--- config.mk ---
export PLATFORM = sky130hd
export DESIGN_NAME = top_level
export DESIGN_NICKNAME = d
export VERILOG_FILES = /design/src/design/defs_pkg.sv /design/src/design/axi_arbiter.sv /design/src/design/ssram_ctrl.sv /design/src/design/top_level.sv
export SDC_FILE = /design/constraint.sdc
export NUM_CORES = 1
export LEC_CHECK = 0
export BUFFER_PORTS_ARGS = -buffer_cell sky130_fd_sc_hd__buf_2
export CAP_MARGIN = 20
export CORE_AREA = 3 3 306 308
export CTS_BUF_LIST = sky130_fd_sc_hd__clkbuf_4 sky130_fd_sc_hd__clkbuf_8
export CTS_CLUSTER_DIAMETER = 40
export DETAILED_ROUTE_END_ITERATION = 7
export DIE_AREA = 0 0 309 311
export PLACE_DENSITY_LB_ADDON = 0.15
export SYNTH_ARGS = -nofsm -noshare
export SYNTH_HDL_FRONTEND = slang
export SYNTH_HIERARCHICAL = 1
export SYNTH_SLANG_ARGS = --single-unit
--- constraint.sdc ---
create_clock -name clk -period 4.2 [get_ports clk]
set_input_delay 1.05 -clock clk [delete_from_list [all_inputs] [get_ports clk]]
set_output_delay 1.05 -clock clk [all_outputs]
set_load 0.1 [all_outputs]
--- src/design/defs_pkg.sv ---
//~~~~~~~~~~~~~~~~~~~~~~~~~~~~~~~~~~~~~~
// AXI4 widths, response code and the
// arbiter and controller state enums
//~~~~~~~~~~~~~~~~~~~~~~~~~~~~~~~~~~~~~~
package defs_pkg;

  localparam int AxiIdW   = 4;
  localparam int AxiAddrW = 32;
  localparam int AxiDataW = 64;
  localparam int AxiStrbW = 8;
  localparam int AxiLenW  = 8;

  localparam logic [1:0] RespOkay = 2'b00;

  // Per-direction grant of the arbiter
  typedef enum logic {ARB_IDLE, ARB_BUSY} arb_state_t;

  typedef enum logic [1:0] {WR_IDLE, WR_DATA, WR_RESP} wr_state_t;

  typedef enum logic {RD_IDLE, RD_BURST} rd_state_t;

endpackage

--- src/design/axi_arbiter.sv ---
//~~~~~~~~~~~~~~~~~~~~~~~~~~~~~~~~~~~~~~
// Round-robin AXI4 arbiter, NM managers
// onto one subordinate, read/write apart
//~~~~~~~~~~~~~~~~~~~~~~~~~~~~~~~~~~~~~~
`timescale 1ns/1ps

module axi_arbiter #(
  parameter int NM = 2
) (
  input  logic                              clk,
  input  logic                              rst_n,
  // Managers, slice i belongs to manager i
  input  logic [NM*defs_pkg::AxiIdW-1:0]   s_awid,
  input  logic [NM*defs_pkg::AxiAddrW-1:0] s_awaddr,
  input  logic [NM*defs_pkg::AxiLenW-1:0]  s_awlen,
  input  logic [NM-1:0]                    s_awvalid,
  output logic [NM-1:0]                    s_awready,
  input  logic [NM*defs_pkg::AxiDataW-1:0] s_wdata,
  input  logic [NM*defs_pkg::AxiStrbW-1:0] s_wstrb,
  input  logic [NM-1:0]                    s_wlast,
  input  logic [NM-1:0]                    s_wvalid,
  output logic [NM-1:0]                    s_wready,
  output logic [NM*defs_pkg::AxiIdW-1:0]   s_bid,
  output logic [NM*2-1:0]                  s_bresp,
  output logic [NM-1:0]                    s_bvalid,
  input  logic [NM-1:0]                    s_bready,
  input  logic [NM*defs_pkg::AxiIdW-1:0]   s_arid,
  input  logic [NM*defs_pkg::AxiAddrW-1:0] s_araddr,
  input  logic [NM*defs_pkg::AxiLenW-1:0]  s_arlen,
  input  logic [NM-1:0]                    s_arvalid,
  output logic [NM-1:0]                    s_arready,
  output logic [NM*defs_pkg::AxiIdW-1:0]   s_rid,
  output logic [NM*defs_pkg::AxiDataW-1:0] s_rdata,
  output logic [NM*2-1:0]                  s_rresp,
  output logic [NM-1:0]                    s_rlast,
  output logic [NM-1:0]                    s_rvalid,
  input  logic [NM-1:0]                    s_rready,
  // Single subordinate
  output logic [defs_pkg::AxiIdW-1:0]      m_awid,
  output logic [defs_pkg::AxiAddrW-1:0]    m_awaddr,
  output logic [defs_pkg::AxiLenW-1:0]     m_awlen,
  output logic                             m_awvalid,
  input  logic                             m_awready,
  output logic [defs_pkg::AxiDataW-1:0]    m_wdata,
  output logic [defs_pkg::AxiStrbW-1:0]    m_wstrb,
  output logic                             m_wlast,
  output logic                             m_wvalid,
  input  logic                             m_wready,
  input  logic [defs_pkg::AxiIdW-1:0]      m_bid,
  input  logic [1:0]                       m_bresp,
  input  logic                             m_bvalid,
  output logic                             m_bready,
  output logic [defs_pkg::AxiIdW-1:0]      m_arid,
  output logic [defs_pkg::AxiAddrW-1:0]    m_araddr,
  output logic [defs_pkg::AxiLenW-1:0]     m_arlen,
  output logic                             m_arvalid,
  input  logic                             m_arready,
  input  logic [defs_pkg::AxiIdW-1:0]      m_rid,
  input  logic [defs_pkg::AxiDataW-1:0]    m_rdata,
  input  logic [1:0]                       m_rresp,
  input  logic                             m_rlast,
  input  logic                             m_rvalid,
  output logic                             m_rready
);

  import defs_pkg::*;

  localparam int IdxW = (NM > 1) ? $clog2(NM) : 1;

  arb_state_t      wr_st;
  arb_state_t      rd_st;
  logic [IdxW-1:0] wr_sel;
  logic [IdxW-1:0] rd_sel;
  logic [IdxW:0]   aw_pick;
  logic [IdxW:0]   ar_pick;
  logic            wr_on;
  logic            rd_on;

  // Nearest requester after the last winner, MSB flags a hit
  function automatic logic [IdxW:0] rr_pick(input logic [NM-1:0]   req,
                                           input logic [IdxW-1:0] last);
    logic [IdxW:0] res;
    int            idx;
    res = '0;
    for (int k = NM; k >= 1; k--) begin
      idx = (int'(last) + k) % NM;
      if (req[idx]) begin
        res = {1'b1, idx[IdxW-1:0]};
      end
    end
    return res;
  endfunction

  assign aw_pick = rr_pick(s_awvalid, wr_sel);
  assign ar_pick = rr_pick(s_arvalid, rd_sel);

  // Grant is held until B, wr_sel doubles as the last winner
  always_ff @(posedge clk) begin
    if (!rst_n) begin
      wr_st  <= ARB_IDLE;
      wr_sel <= '0;
    end else if (wr_st == ARB_IDLE) begin
      if (aw_pick[IdxW]) begin
        wr_st  <= ARB_BUSY;
        wr_sel <= aw_pick[IdxW-1:0];
      end
    end else if (m_bvalid && m_bready) begin
      wr_st <= ARB_IDLE;
    end
  end

  // Read grant ends with the rlast beat
  always_ff @(posedge clk) begin
    if (!rst_n) begin
      rd_st  <= ARB_IDLE;
      rd_sel <= '0;
    end else if (rd_st == ARB_IDLE) begin
      if (ar_pick[IdxW]) begin
        rd_st  <= ARB_BUSY;
        rd_sel <= ar_pick[IdxW-1:0];
      end
    end else if (m_rvalid && m_rready && m_rlast) begin
      rd_st <= ARB_IDLE;
    end
  end

  assign wr_on = (wr_st == ARB_BUSY);
  assign rd_on = (rd_st == ARB_BUSY);

  assign m_awid    = s_awid[wr_sel*AxiIdW +: AxiIdW];
  assign m_awaddr  = s_awaddr[wr_sel*AxiAddrW +: AxiAddrW];
  assign m_awlen   = s_awlen[wr_sel*AxiLenW +: AxiLenW];
  assign m_awvalid = wr_on && s_awvalid[wr_sel];
  assign m_wdata   = s_wdata[wr_sel*AxiDataW +: AxiDataW];
  assign m_wstrb   = s_wstrb[wr_sel*AxiStrbW +: AxiStrbW];
  assign m_wlast   = s_wlast[wr_sel];
  assign m_wvalid  = wr_on && s_wvalid[wr_sel];
  assign m_bready  = wr_on && s_bready[wr_sel];

  assign m_arid    = s_arid[rd_sel*AxiIdW +: AxiIdW];
  assign m_araddr  = s_araddr[rd_sel*AxiAddrW +: AxiAddrW];
  assign m_arlen   = s_arlen[rd_sel*AxiLenW +: AxiLenW];
  assign m_arvalid = rd_on && s_arvalid[rd_sel];
  assign m_rready  = rd_on && s_rready[rd_sel];

  // Payload goes to everyone, only the owner sees valid or ready
  assign s_bid   = {NM{m_bid}};
  assign s_bresp = {NM{m_bresp}};
  assign s_rid   = {NM{m_rid}};
  assign s_rdata = {NM{m_rdata}};
  assign s_rresp = {NM{m_rresp}};
  assign s_rlast = {NM{m_rlast}};

  always_comb begin
    s_awready         = '0;
    s_wready          = '0;
    s_bvalid          = '0;
    s_arready         = '0;
    s_rvalid          = '0;
    s_awready[wr_sel] = wr_on && m_awready;
    s_wready[wr_sel]  = wr_on && m_wready;
    s_bvalid[wr_sel]  = wr_on && m_bvalid;
    s_arready[rd_sel] = rd_on && m_arready;
    s_rvalid[rd_sel]  = rd_on && m_rvalid;
  end

endmodule

--- src/design/ssram_ctrl.sv ---
//~~~~~~~~~~~~~~~~~~~~~~~~~~~~~~~~~~~~~~
// AXI4 subordinate, bursts to BRAM
// port A writes and port B reads
//~~~~~~~~~~~~~~~~~~~~~~~~~~~~~~~~~~~~~~
`timescale 1ns/1ps

module ssram_ctrl #(
  parameter int BramAw = 10
) (
  input  logic                          clk,
  input  logic                          rst_n,
  // AXI4 subordinate
  input  logic [defs_pkg::AxiIdW-1:0]   s_awid,
  input  logic [defs_pkg::AxiAddrW-1:0] s_awaddr,
  input  logic [defs_pkg::AxiLenW-1:0]  s_awlen,
  input  logic                          s_awvalid,
  output logic                          s_awready,
  input  logic [defs_pkg::AxiDataW-1:0] s_wdata,
  input  logic [defs_pkg::AxiStrbW-1:0] s_wstrb,
  input  logic                          s_wlast,
  input  logic                          s_wvalid,
  output logic                          s_wready,
  output logic [defs_pkg::AxiIdW-1:0]   s_bid,
  output logic [1:0]                    s_bresp,
  output logic                          s_bvalid,
  input  logic                          s_bready,
  input  logic [defs_pkg::AxiIdW-1:0]   s_arid,
  input  logic [defs_pkg::AxiAddrW-1:0] s_araddr,
  input  logic [defs_pkg::AxiLenW-1:0]  s_arlen,
  input  logic                          s_arvalid,
  output logic                          s_arready,
  output logic [defs_pkg::AxiIdW-1:0]   s_rid,
  output logic [defs_pkg::AxiDataW-1:0] s_rdata,
  output logic [1:0]                    s_rresp,
  output logic                          s_rlast,
  output logic                          s_rvalid,
  input  logic                          s_rready,
  // BRAM port A
  output logic                          ena,
  output logic                          rdena,
  output logic                          wrena,
  output logic [defs_pkg::AxiStrbW-1:0] byteena,
  output logic [BramAw-1:0]             addra,
  output logic [defs_pkg::AxiDataW-1:0] dina,
  input  logic [defs_pkg::AxiDataW-1:0] douta,
  // BRAM port B
  output logic                          enb,
  output logic                          rdenb,
  output logic                          wrenb,
  output logic [defs_pkg::AxiStrbW-1:0] byteenb,
  output logic [BramAw-1:0]             addrb,
  output logic [defs_pkg::AxiDataW-1:0] dinb,
  input  logic [defs_pkg::AxiDataW-1:0] doutb
);

  import defs_pkg::*;

  wr_state_t           wr_st;
  logic [AxiIdW-1:0]   wr_id;
  logic [BramAw-1:0]   wr_addr;

  rd_state_t           rd_st;
  logic [AxiIdW-1:0]   rd_id;
  logic [AxiLenW-1:0]  rd_len;
  logic [AxiLenW:0]    rd_cnt;
  logic [BramAw-1:0]   rd_addr;
  logic                pend;
  logic                p_last;
  logic                slot_v;
  logic                slot_last;
  logic [AxiDataW-1:0] slot_d;
  logic                drain;
  logic                slot_free;
  logic                accept;
  logic                replay;
  logic                issue;

  assign s_awready = (wr_st == WR_IDLE);
  assign s_wready  = (wr_st == WR_DATA);
  assign s_bvalid  = (wr_st == WR_RESP);
  assign s_bid     = wr_id;
  assign s_bresp   = RespOkay;

  // Port A writes on the W handshake itself
  assign ena     = s_wready && s_wvalid;
  assign wrena   = ena;
  assign rdena   = 1'b0;
  assign byteena = s_wstrb;
  assign addra   = wr_addr;
  assign dina    = s_wdata;

  always_ff @(posedge clk) begin
    if (!rst_n) begin
      wr_st <= WR_IDLE;
    end else begin
      case (wr_st)
        WR_IDLE: if (s_awvalid) wr_st <= WR_DATA;
        WR_DATA: if (s_wvalid && s_wlast) wr_st <= WR_RESP;
        WR_RESP: if (s_bready) wr_st <= WR_IDLE;
        default: wr_st <= WR_IDLE;
      endcase
    end
  end

  always_ff @(posedge clk) begin
    if (s_awready && s_awvalid) begin
      wr_id   <= s_awid;
      wr_addr <= s_awaddr[BramAw+2:3];
    end else if (ena) begin
      wr_addr <= wr_addr + 1'b1;
    end
  end

  assign drain     = slot_v && s_rready;
  assign slot_free = !slot_v || drain;
  assign accept    = pend && slot_free;
  // Slot still held, so the word in flight is fetched again
  assign replay    = pend && !slot_free;
  assign issue     = (rd_st == RD_BURST) && (rd_cnt <= {1'b0, rd_len}) && slot_free;

  // rd_addr points at the next new word
  assign enb     = issue || replay;
  assign rdenb   = enb;
  assign wrenb   = 1'b0;
  assign byteenb = '1;
  assign addrb   = replay ? rd_addr - 1'b1 : rd_addr;
  assign dinb    = '0;

  assign s_arready = (rd_st == RD_IDLE);
  assign s_rvalid  = slot_v;
  assign s_rdata   = slot_d;
  assign s_rlast   = slot_last;
  assign s_rid     = rd_id;
  assign s_rresp   = RespOkay;

  always_ff @(posedge clk) begin
    if (!rst_n) begin
      rd_st     <= RD_IDLE;
      pend      <= 1'b0;
      slot_v    <= 1'b0;
      slot_last <= 1'b0;
    end else begin
      pend <= issue || replay;
      if (accept) begin
        slot_v    <= 1'b1;
        slot_last <= p_last;
      end else if (drain) begin
        slot_v <= 1'b0;
      end
      case (rd_st)
        RD_IDLE:  if (s_arvalid) rd_st <= RD_BURST;
        RD_BURST: if (drain && slot_last) rd_st <= RD_IDLE;
        default:  rd_st <= RD_IDLE;
      endcase
    end
  end

  always_ff @(posedge clk) begin
    if (s_arready && s_arvalid) begin
      rd_id   <= s_arid;
      rd_len  <= s_arlen;
      rd_addr <= s_araddr[BramAw+2:3];
      rd_cnt  <= '0;
    end else if (issue) begin
      rd_addr <= rd_addr + 1'b1;
      rd_cnt  <= rd_cnt + 1'b1;
      p_last  <= (rd_cnt == {1'b0, rd_len});
    end
    if (accept) begin
      slot_d <= doutb;
    end
  end

endmodule

--- src/design/top_level.sv ---
//~~~~~~~~~~~~~~~~~~~~~~~~~~~~~~~~~~~~~~
// Memory slice, manager ports through
// the arbiter and controller to BRAM
//~~~~~~~~~~~~~~~~~~~~~~~~~~~~~~~~~~~~~~
`timescale 1ns/1ps

module top_level #(
  parameter int NM     = 2,
  parameter int BramAw = 10
) (
  input  logic                              clk,
  input  logic                              rst_n,
  // Manager ports, manager 0 in the low slice
  input  logic [NM*defs_pkg::AxiIdW-1:0]   s_awid,
  input  logic [NM*defs_pkg::AxiAddrW-1:0] s_awaddr,
  input  logic [NM*defs_pkg::AxiLenW-1:0]  s_awlen,
  input  logic [NM-1:0]                    s_awvalid,
  output logic [NM-1:0]                    s_awready,
  input  logic [NM*defs_pkg::AxiDataW-1:0] s_wdata,
  input  logic [NM*defs_pkg::AxiStrbW-1:0] s_wstrb,
  input  logic [NM-1:0]                    s_wlast,
  input  logic [NM-1:0]                    s_wvalid,
  output logic [NM-1:0]                    s_wready,
  output logic [NM*defs_pkg::AxiIdW-1:0]   s_bid,
  output logic [NM*2-1:0]                  s_bresp,
  output logic [NM-1:0]                    s_bvalid,
  input  logic [NM-1:0]                    s_bready,
  input  logic [NM*defs_pkg::AxiIdW-1:0]   s_arid,
  input  logic [NM*defs_pkg::AxiAddrW-1:0] s_araddr,
  input  logic [NM*defs_pkg::AxiLenW-1:0]  s_arlen,
  input  logic [NM-1:0]                    s_arvalid,
  output logic [NM-1:0]                    s_arready,
  output logic [NM*defs_pkg::AxiIdW-1:0]   s_rid,
  output logic [NM*defs_pkg::AxiDataW-1:0] s_rdata,
  output logic [NM*2-1:0]                  s_rresp,
  output logic [NM-1:0]                    s_rlast,
  output logic [NM-1:0]                    s_rvalid,
  input  logic [NM-1:0]                    s_rready,
  // BRAM port A
  output logic                             ena,
  output logic                             rdena,
  output logic                             wrena,
  output logic [defs_pkg::AxiStrbW-1:0]    byteena,
  output logic [BramAw-1:0]                addra,
  output logic [defs_pkg::AxiDataW-1:0]    dina,
  input  logic [defs_pkg::AxiDataW-1:0]    douta,
  // BRAM port B
  output logic                             enb,
  output logic                             rdenb,
  output logic                             wrenb,
  output logic [defs_pkg::AxiStrbW-1:0]    byteenb,
  output logic [BramAw-1:0]                addrb,
  output logic [defs_pkg::AxiDataW-1:0]    dinb,
  input  logic [defs_pkg::AxiDataW-1:0]    doutb
);

  import defs_pkg::*;

  // Arbiter to controller
  logic [AxiIdW-1:0]   m_awid;
  logic [AxiAddrW-1:0] m_awaddr;
  logic [AxiLenW-1:0]  m_awlen;
  logic                m_awvalid;
  logic                m_awready;
  logic [AxiDataW-1:0] m_wdata;
  logic [AxiStrbW-1:0] m_wstrb;
  logic                m_wlast;
  logic                m_wvalid;
  logic                m_wready;
  logic [AxiIdW-1:0]   m_bid;
  logic [1:0]          m_bresp;
  logic                m_bvalid;
  logic                m_bready;
  logic [AxiIdW-1:0]   m_arid;
  logic [AxiAddrW-1:0] m_araddr;
  logic [AxiLenW-1:0]  m_arlen;
  logic                m_arvalid;
  logic                m_arready;
  logic [AxiIdW-1:0]   m_rid;
  logic [AxiDataW-1:0] m_rdata;
  logic [1:0]          m_rresp;
  logic                m_rlast;
  logic                m_rvalid;
  logic                m_rready;

  axi_arbiter #(
    .NM(NM)
  ) axi_arbiter_0 (.*);

  ssram_ctrl #(
    .BramAw(BramAw)
  ) ssram_ctrl_0 (
    .s_awid   (m_awid),
    .s_awaddr (m_awaddr),
    .s_awlen  (m_awlen),
    .s_awvalid(m_awvalid),
    .s_awready(m_awready),
    .s_wdata  (m_wdata),
    .s_wstrb  (m_wstrb),
    .s_wlast  (m_wlast),
    .s_wvalid (m_wvalid),
    .s_wready (m_wready),
    .s_bid    (m_bid),
    .s_bresp  (m_bresp),
    .s_bvalid (m_bvalid),
    .s_bready (m_bready),
    .s_arid   (m_arid),
    .s_araddr (m_araddr),
    .s_arlen  (m_arlen),
    .s_arvalid(m_arvalid),
    .s_arready(m_arready),
    .s_rid    (m_rid),
    .s_rdata  (m_rdata),
    .s_rresp  (m_rresp),
    .s_rlast  (m_rlast),
    .s_rvalid (m_rvalid),
    .s_rready (m_rready),
    .*
  );

endmodule

Yosys cells after proc, flatten, opt, wreduce, memory -nomap -nowiden:

Cells that the tools add are included.

* RAM bits: 0
* memories kept: 0
* bits in latches: 0
* memory bits (read-only): 0
* input bits: 462
* bits in registers: 120
* logic and storage cells: 146

* add/subtract/negate cells: 8
* mux-type cells: 51
* divide/modulo/power cells: 0
* $mul: 0
* $lt $le $gt $ge: 9
* shift-type cells: 7
* reduce and logical (&&, ||, !) cells: 35
* bitwise gates (word level): 13
* equality and inequality tests: 6

Operator list (count)
* $shiftx 128x8->64: 1
* $shiftx 64x7->13: 2
* $mux 10: 5
* $mux 1: 35
* $shiftx 16x5->8: 2
* $logic_and 1x1->1: 23
* $add 10x1->10 const B: 2
* $shiftx 8x4->4: 2
* $mux 2: 7
* $lt 2x3->1 const B: 4
* $and 2x2->2: 5
* $sub 10x1->10 const B: 1
* $add 9x1->9 const B: 1
* $eq 9x8->1: 1
* $le 9x8->1: 1
* $pmux 2 s3: 1
* $reduce_and 2->1: 3
* $reduce_bool 2->1: 3
* $add 1x1->1 const B: 4
* $and 1x1->1 const A: 4
* $lt 1x2->1 const B: 2
* $ne 2x1->1 const B: 2
* $not 1->1: 4
* $reduce_and 3->1: 1
* 9 further kinds: 13

Logic depth before layout (Yosys ltp):

* word-level depth: 9
* mapped depth: 9
* depth with buffers taken out: 7

Modules after synthesis:

The synthesis kept the hierarchy.

Modules (own cells, without submodules)
* ssram_ctrl: area an instance 5764.3 um2, times used 1, seq. area each 3333.2 um2, cells each 472
* axi_arbiter: area an instance 3562.2 um2, times used 1, seq. area each 80.1 um2, cells each 375

Worst setup path after synthesis:

OpenSTA, ideal clock, no wires.

* kind: input -> output
* start point: input port s_rready[1]
* end point: output port addrb[9]
* stages on the path: 7
* slack: -0.678 ns
* required time: 3.150 ns
* arrival time: 3.828 ns
* cell sequence: mux2i_1 > nor2b_1 > nor2b_1 > nand2_1 > or4_1 > nor4_1 > xor2_1

* word-level cells in the longest chain between the ends: 8

Ends and longest elaborated chain
* start, declared: line top_level.sv:38 `input logic [NM-1:0] s_rready,`
* $mux 1 (implied by the code) (2 in a row): line axi_arbiter.sv:144 `assign m_rready = rd_on && s_rready[rd_sel];`
* $logic_and 1x1->1: line axi_arbiter.sv:144
* net m_rready: line top_level.sv:84 `logic m_rready;`
* $logic_and 1x1->1: line ssram_ctrl.sv:114 `assign drain = slot_v && s_rready;`
* $logic_or 1x1->1: line ssram_ctrl.sv:115 `assign slot_free = !slot_v || drain;`
* $logic_not 1->1: line ssram_ctrl.sv:118 `assign replay = pend && !slot_free;`
* $logic_and 1x1->1: line ssram_ctrl.sv:118
* $mux 10: line ssram_ctrl.sv:126 `assign addrb = replay ? rd_addr - 1'b1 : rd_addr;`
* end, declared: line top_level.sv:52 `output logic [BramAw-1:0] addrb,`

The timed path passes the listed nets, and every way through them passes these cells. The select of a mux whose other input is x is not followed.

Final worst setup path:

* start point: input port s_rready[1]
* end point: output port rdenb

* word-level cells in the longest chain between the ends: 8

Ends and longest elaborated chain
* $mux 1 (implied by the code) * (2 in a row): line axi_arbiter.sv:144
* $logic_and 1x1->1 *: line axi_arbiter.sv:144
* net m_rready: line top_level.sv:84
* $logic_and 1x1->1 *: line ssram_ctrl.sv:114
* $logic_or 1x1->1 *: line ssram_ctrl.sv:115
* $logic_not 1->1: line ssram_ctrl.sv:118
* $logic_and 1x1->1: line ssram_ctrl.sv:118
* $logic_or 1x1->1 *: line ssram_ctrl.sv:122 `assign enb = issue || replay;`
* end, declared: line top_level.sv:49 `output logic rdenb,`

Mark *: on every way through the listed nets, which the timed path passes. The rest lies on a longest branch. The select of a mux whose other input is x is not followed.

==> flow_metrics.env <==
export IMPL_p_leak_nw=5.08
export IMPL_hold_path_depth=2
export IMPL_cts_tree="done"
export IMPL_antenna_found_initial=12
export IMPL_critical_path_class="primary input to output port"
export IMPL_setup_viol=0
export IMPL_gp_congestion=0.746
export IMPL_status="finished, final reports clean"
export IMPL_syn2layout_area_growth_pct=33.0
export IMPL_die_height_um=311
export IMPL_vias_per_cell=2.68
export IMPL_path_cells="buf_2 > mux2i_4 > nor2b_1 > nor2b_2 > buf_4 > a2111o_1 > a2111oi_4 > nor2_1 > nand2_1 > buf_12"
export IMPL_fin_skew_ps=25.4
export IMPL_grt_usage_pct=6.59
export IMPL_dr_pass1_iters=4
export IMPL_core_mm2=0.0914
export IMPL_place_ws_ps=-37.5
export IMPL_worstMarginPinSlew_ps=718
export IMPL_clock_latency_ps=530
export IMPL_fin_crit_ps=3970
export IMPL_slew_headroom_pct=50.8
export IMPL_finalSetupTns_ps=0
export IMPL_cts_buffers=17
export IMPL_fillers=10500
export IMPL_finalMaxSlewViolations=0
export IMPL_h_tree_depth=4
export IMPL_yosysWarnings=6
export IMPL_setup_ws_ps=232
export IMPL_rsz0062_at_grt="no"
export IMPL_avgSynthCellArea_um2=11.0
export IMPL_arrival_ps=2920
export IMPL_fin_nets=1594
export IMPL_worstHoldPathType="flip-flop to flip-flop"
export IMPL_critPathTopFamily="compound AO/OA/AOI/OAI gates"
export IMPL_start_kind="primary input"
export IMPL_drive_above_1_share_pct=64.1
export IMPL_cpPeakStageDelay_ps=360
export IMPL_drtIter0Drc=211
export IMPL_drv_cap=0
export IMPL_detail_route_wl_per_cell_um=14.1
export IMPL_end_kind="output port"
export IMPL_wirelength_um=32700
export IMPL_die_w_um=309
export IMPL_row_count=111
export IMPL_start_util_pct=9.52
export IMPL_die_area_mm2=0.0961
export IMPL_cp_slowest_cell="a2111o_1"
export IMPL_grt_pass1_vias=6312
export IMPL_io_buffers=545
export IMPL_max_freq_ghz=0.252
export IMPL_ff_latch_area_mm2=0.00342
export IMPL_critPathMaxFanout=3
export IMPL_grt_pass1_wl_um=45200
export IMPL_clockRootBuffer="clkbuf_8"
export IMPL_multi_input_area_mm2=0.00316
export IMPL_reg2regPathDepth=7
export IMPL_fin_crit_sh_pct=94.5
export IMPL_place_hpwl_um=27700
export IMPL_finalHoldViolCount=0
export IMPL_cts_sinks=120
export IMPL_cts_clk_slew_worst_paths_ps=80
export IMPL_drc=0
export IMPL_power_density_mw_per_mm2=456
export IMPL_clock_path_buffers=2
export IMPL_grt_max_degree=55
export IMPL_antenna_left=0
export IMPL_grt_ovfl_total=0
export IMPL_syn_cell_area_mm2=0.00870
export IMPL_cp_required_ps=3150
export IMPL_path_depth=10
export IMPL_ios=796
export IMPL_ir_drop_mv=0.183
export IMPL_num_vias=6230
export IMPL_path_buf_inv=3
export IMPL_syn_inst=794
==> per-layer routing <==
metal | global-route usage, % | vias to the layer above | part of all wire (%)
li1 | - | 2984 | -
met1 | 8.00 | 2910 | 42
met2 | 10.8 | 302 | 48
met3 | 2.73 | 28 | 9.0
met4 | 1.52 | 6 | 1.0
met5 | 0 | - | 0.11
==> layout make-up <==
class,instances,area share [%]
Sequential cell,120,29.5
Multi-Input combinational cell,399,27.3
Timing Repair Buffer,565,26.3
Tap cell,1186,12.8
Clock buffer,18,2.09
Clock inverter,14,1.40
Inverter,17,0.552
Antenna cell,2,0.0433
==> metrics by stage <==
step                hold WS (ps)  cell area, um^2  util, %  instances  power (W)
floorplan                    429             9070        -        870    0.00389
global placement             457            11100     12.2       2287    0.00418
detailed placement           467            11100     12.2       2287    0.00417
CTS                          481            11500     12.6       2319    0.00542
global route                 525            11600     12.7       2319    0.00555
finish                       473            11600     12.7       2321    0.00527
==> sequential cells by signal (all words and copies together) (netlist names), 2 cells and up <==
name / cells
ssram_ctrl_0/addra: 10
ssram_ctrl_0/rd_addr: 10
ssram_ctrl_0/rd_cnt: 9
ssram_ctrl_0/rd_len: 8
ssram_ctrl_0/s_bid: 4
ssram_ctrl_0/s_rdata: 64
ssram_ctrl_0/s_rid: 4
ssram_ctrl_0/wr_st: 2
==> tightest hold or removal path, stage by stage, from the launching register on <==
cell and delay (ps):
dfxtp_1 330, nand2_1 60, o21ai_1 50
==> final timing paths <==
path	from	endpoint	slack, ps
setup / recovery	s_rready[1]	rdenb	230
hold / removal	ssram_ctrl_0/rd_cnt[8]$_SDFFE_PP0P_	ssram_ctrl_0/rd_cnt[8]$_SDFFE_PP0P_	470
setup reg to reg	ssram_ctrl_0/rd_cnt[6]$_SDFFE_PP0P_	ssram_ctrl_0/rd_addr[7]$_DFFE_PP_	1460
hold reg to reg	ssram_ctrl_0/rd_cnt[8]$_SDFFE_PP0P_	ssram_ctrl_0/rd_cnt[8]$_SDFFE_PP0P_	470
==> layout by cell type (no fill, tap or decap), types with 14 or more instances in the layout <==
master,n
buf_2,536
buf_4,18
clkbuf_8,17
conb_1,78
dfxtp_1,18
edfxtp_1,101
inv_1,17
mux2_2,85
mux2_4,25
nand2_1,38
nor2b_1,14
o21ai_0,21
==> power by group <==
part	switching [W]	internal [W]	total, W
sequential	0.000120	0.00143	0.00155
combinational	0.00207	0.000498	0.00257
clock	0.000606	0.000547	0.00115
==> what timing repair did <==
action | in CTS | in global routing
cloned | 0 | 0
endpoints found under the hold margin | 0 | 0
setup endpoints to repair | 3 | 6
hold buffers | 0 | 0
resized for setup | 1 | 4
setup buffers | 0 | 0
Power figures use the tool's default switching activity.
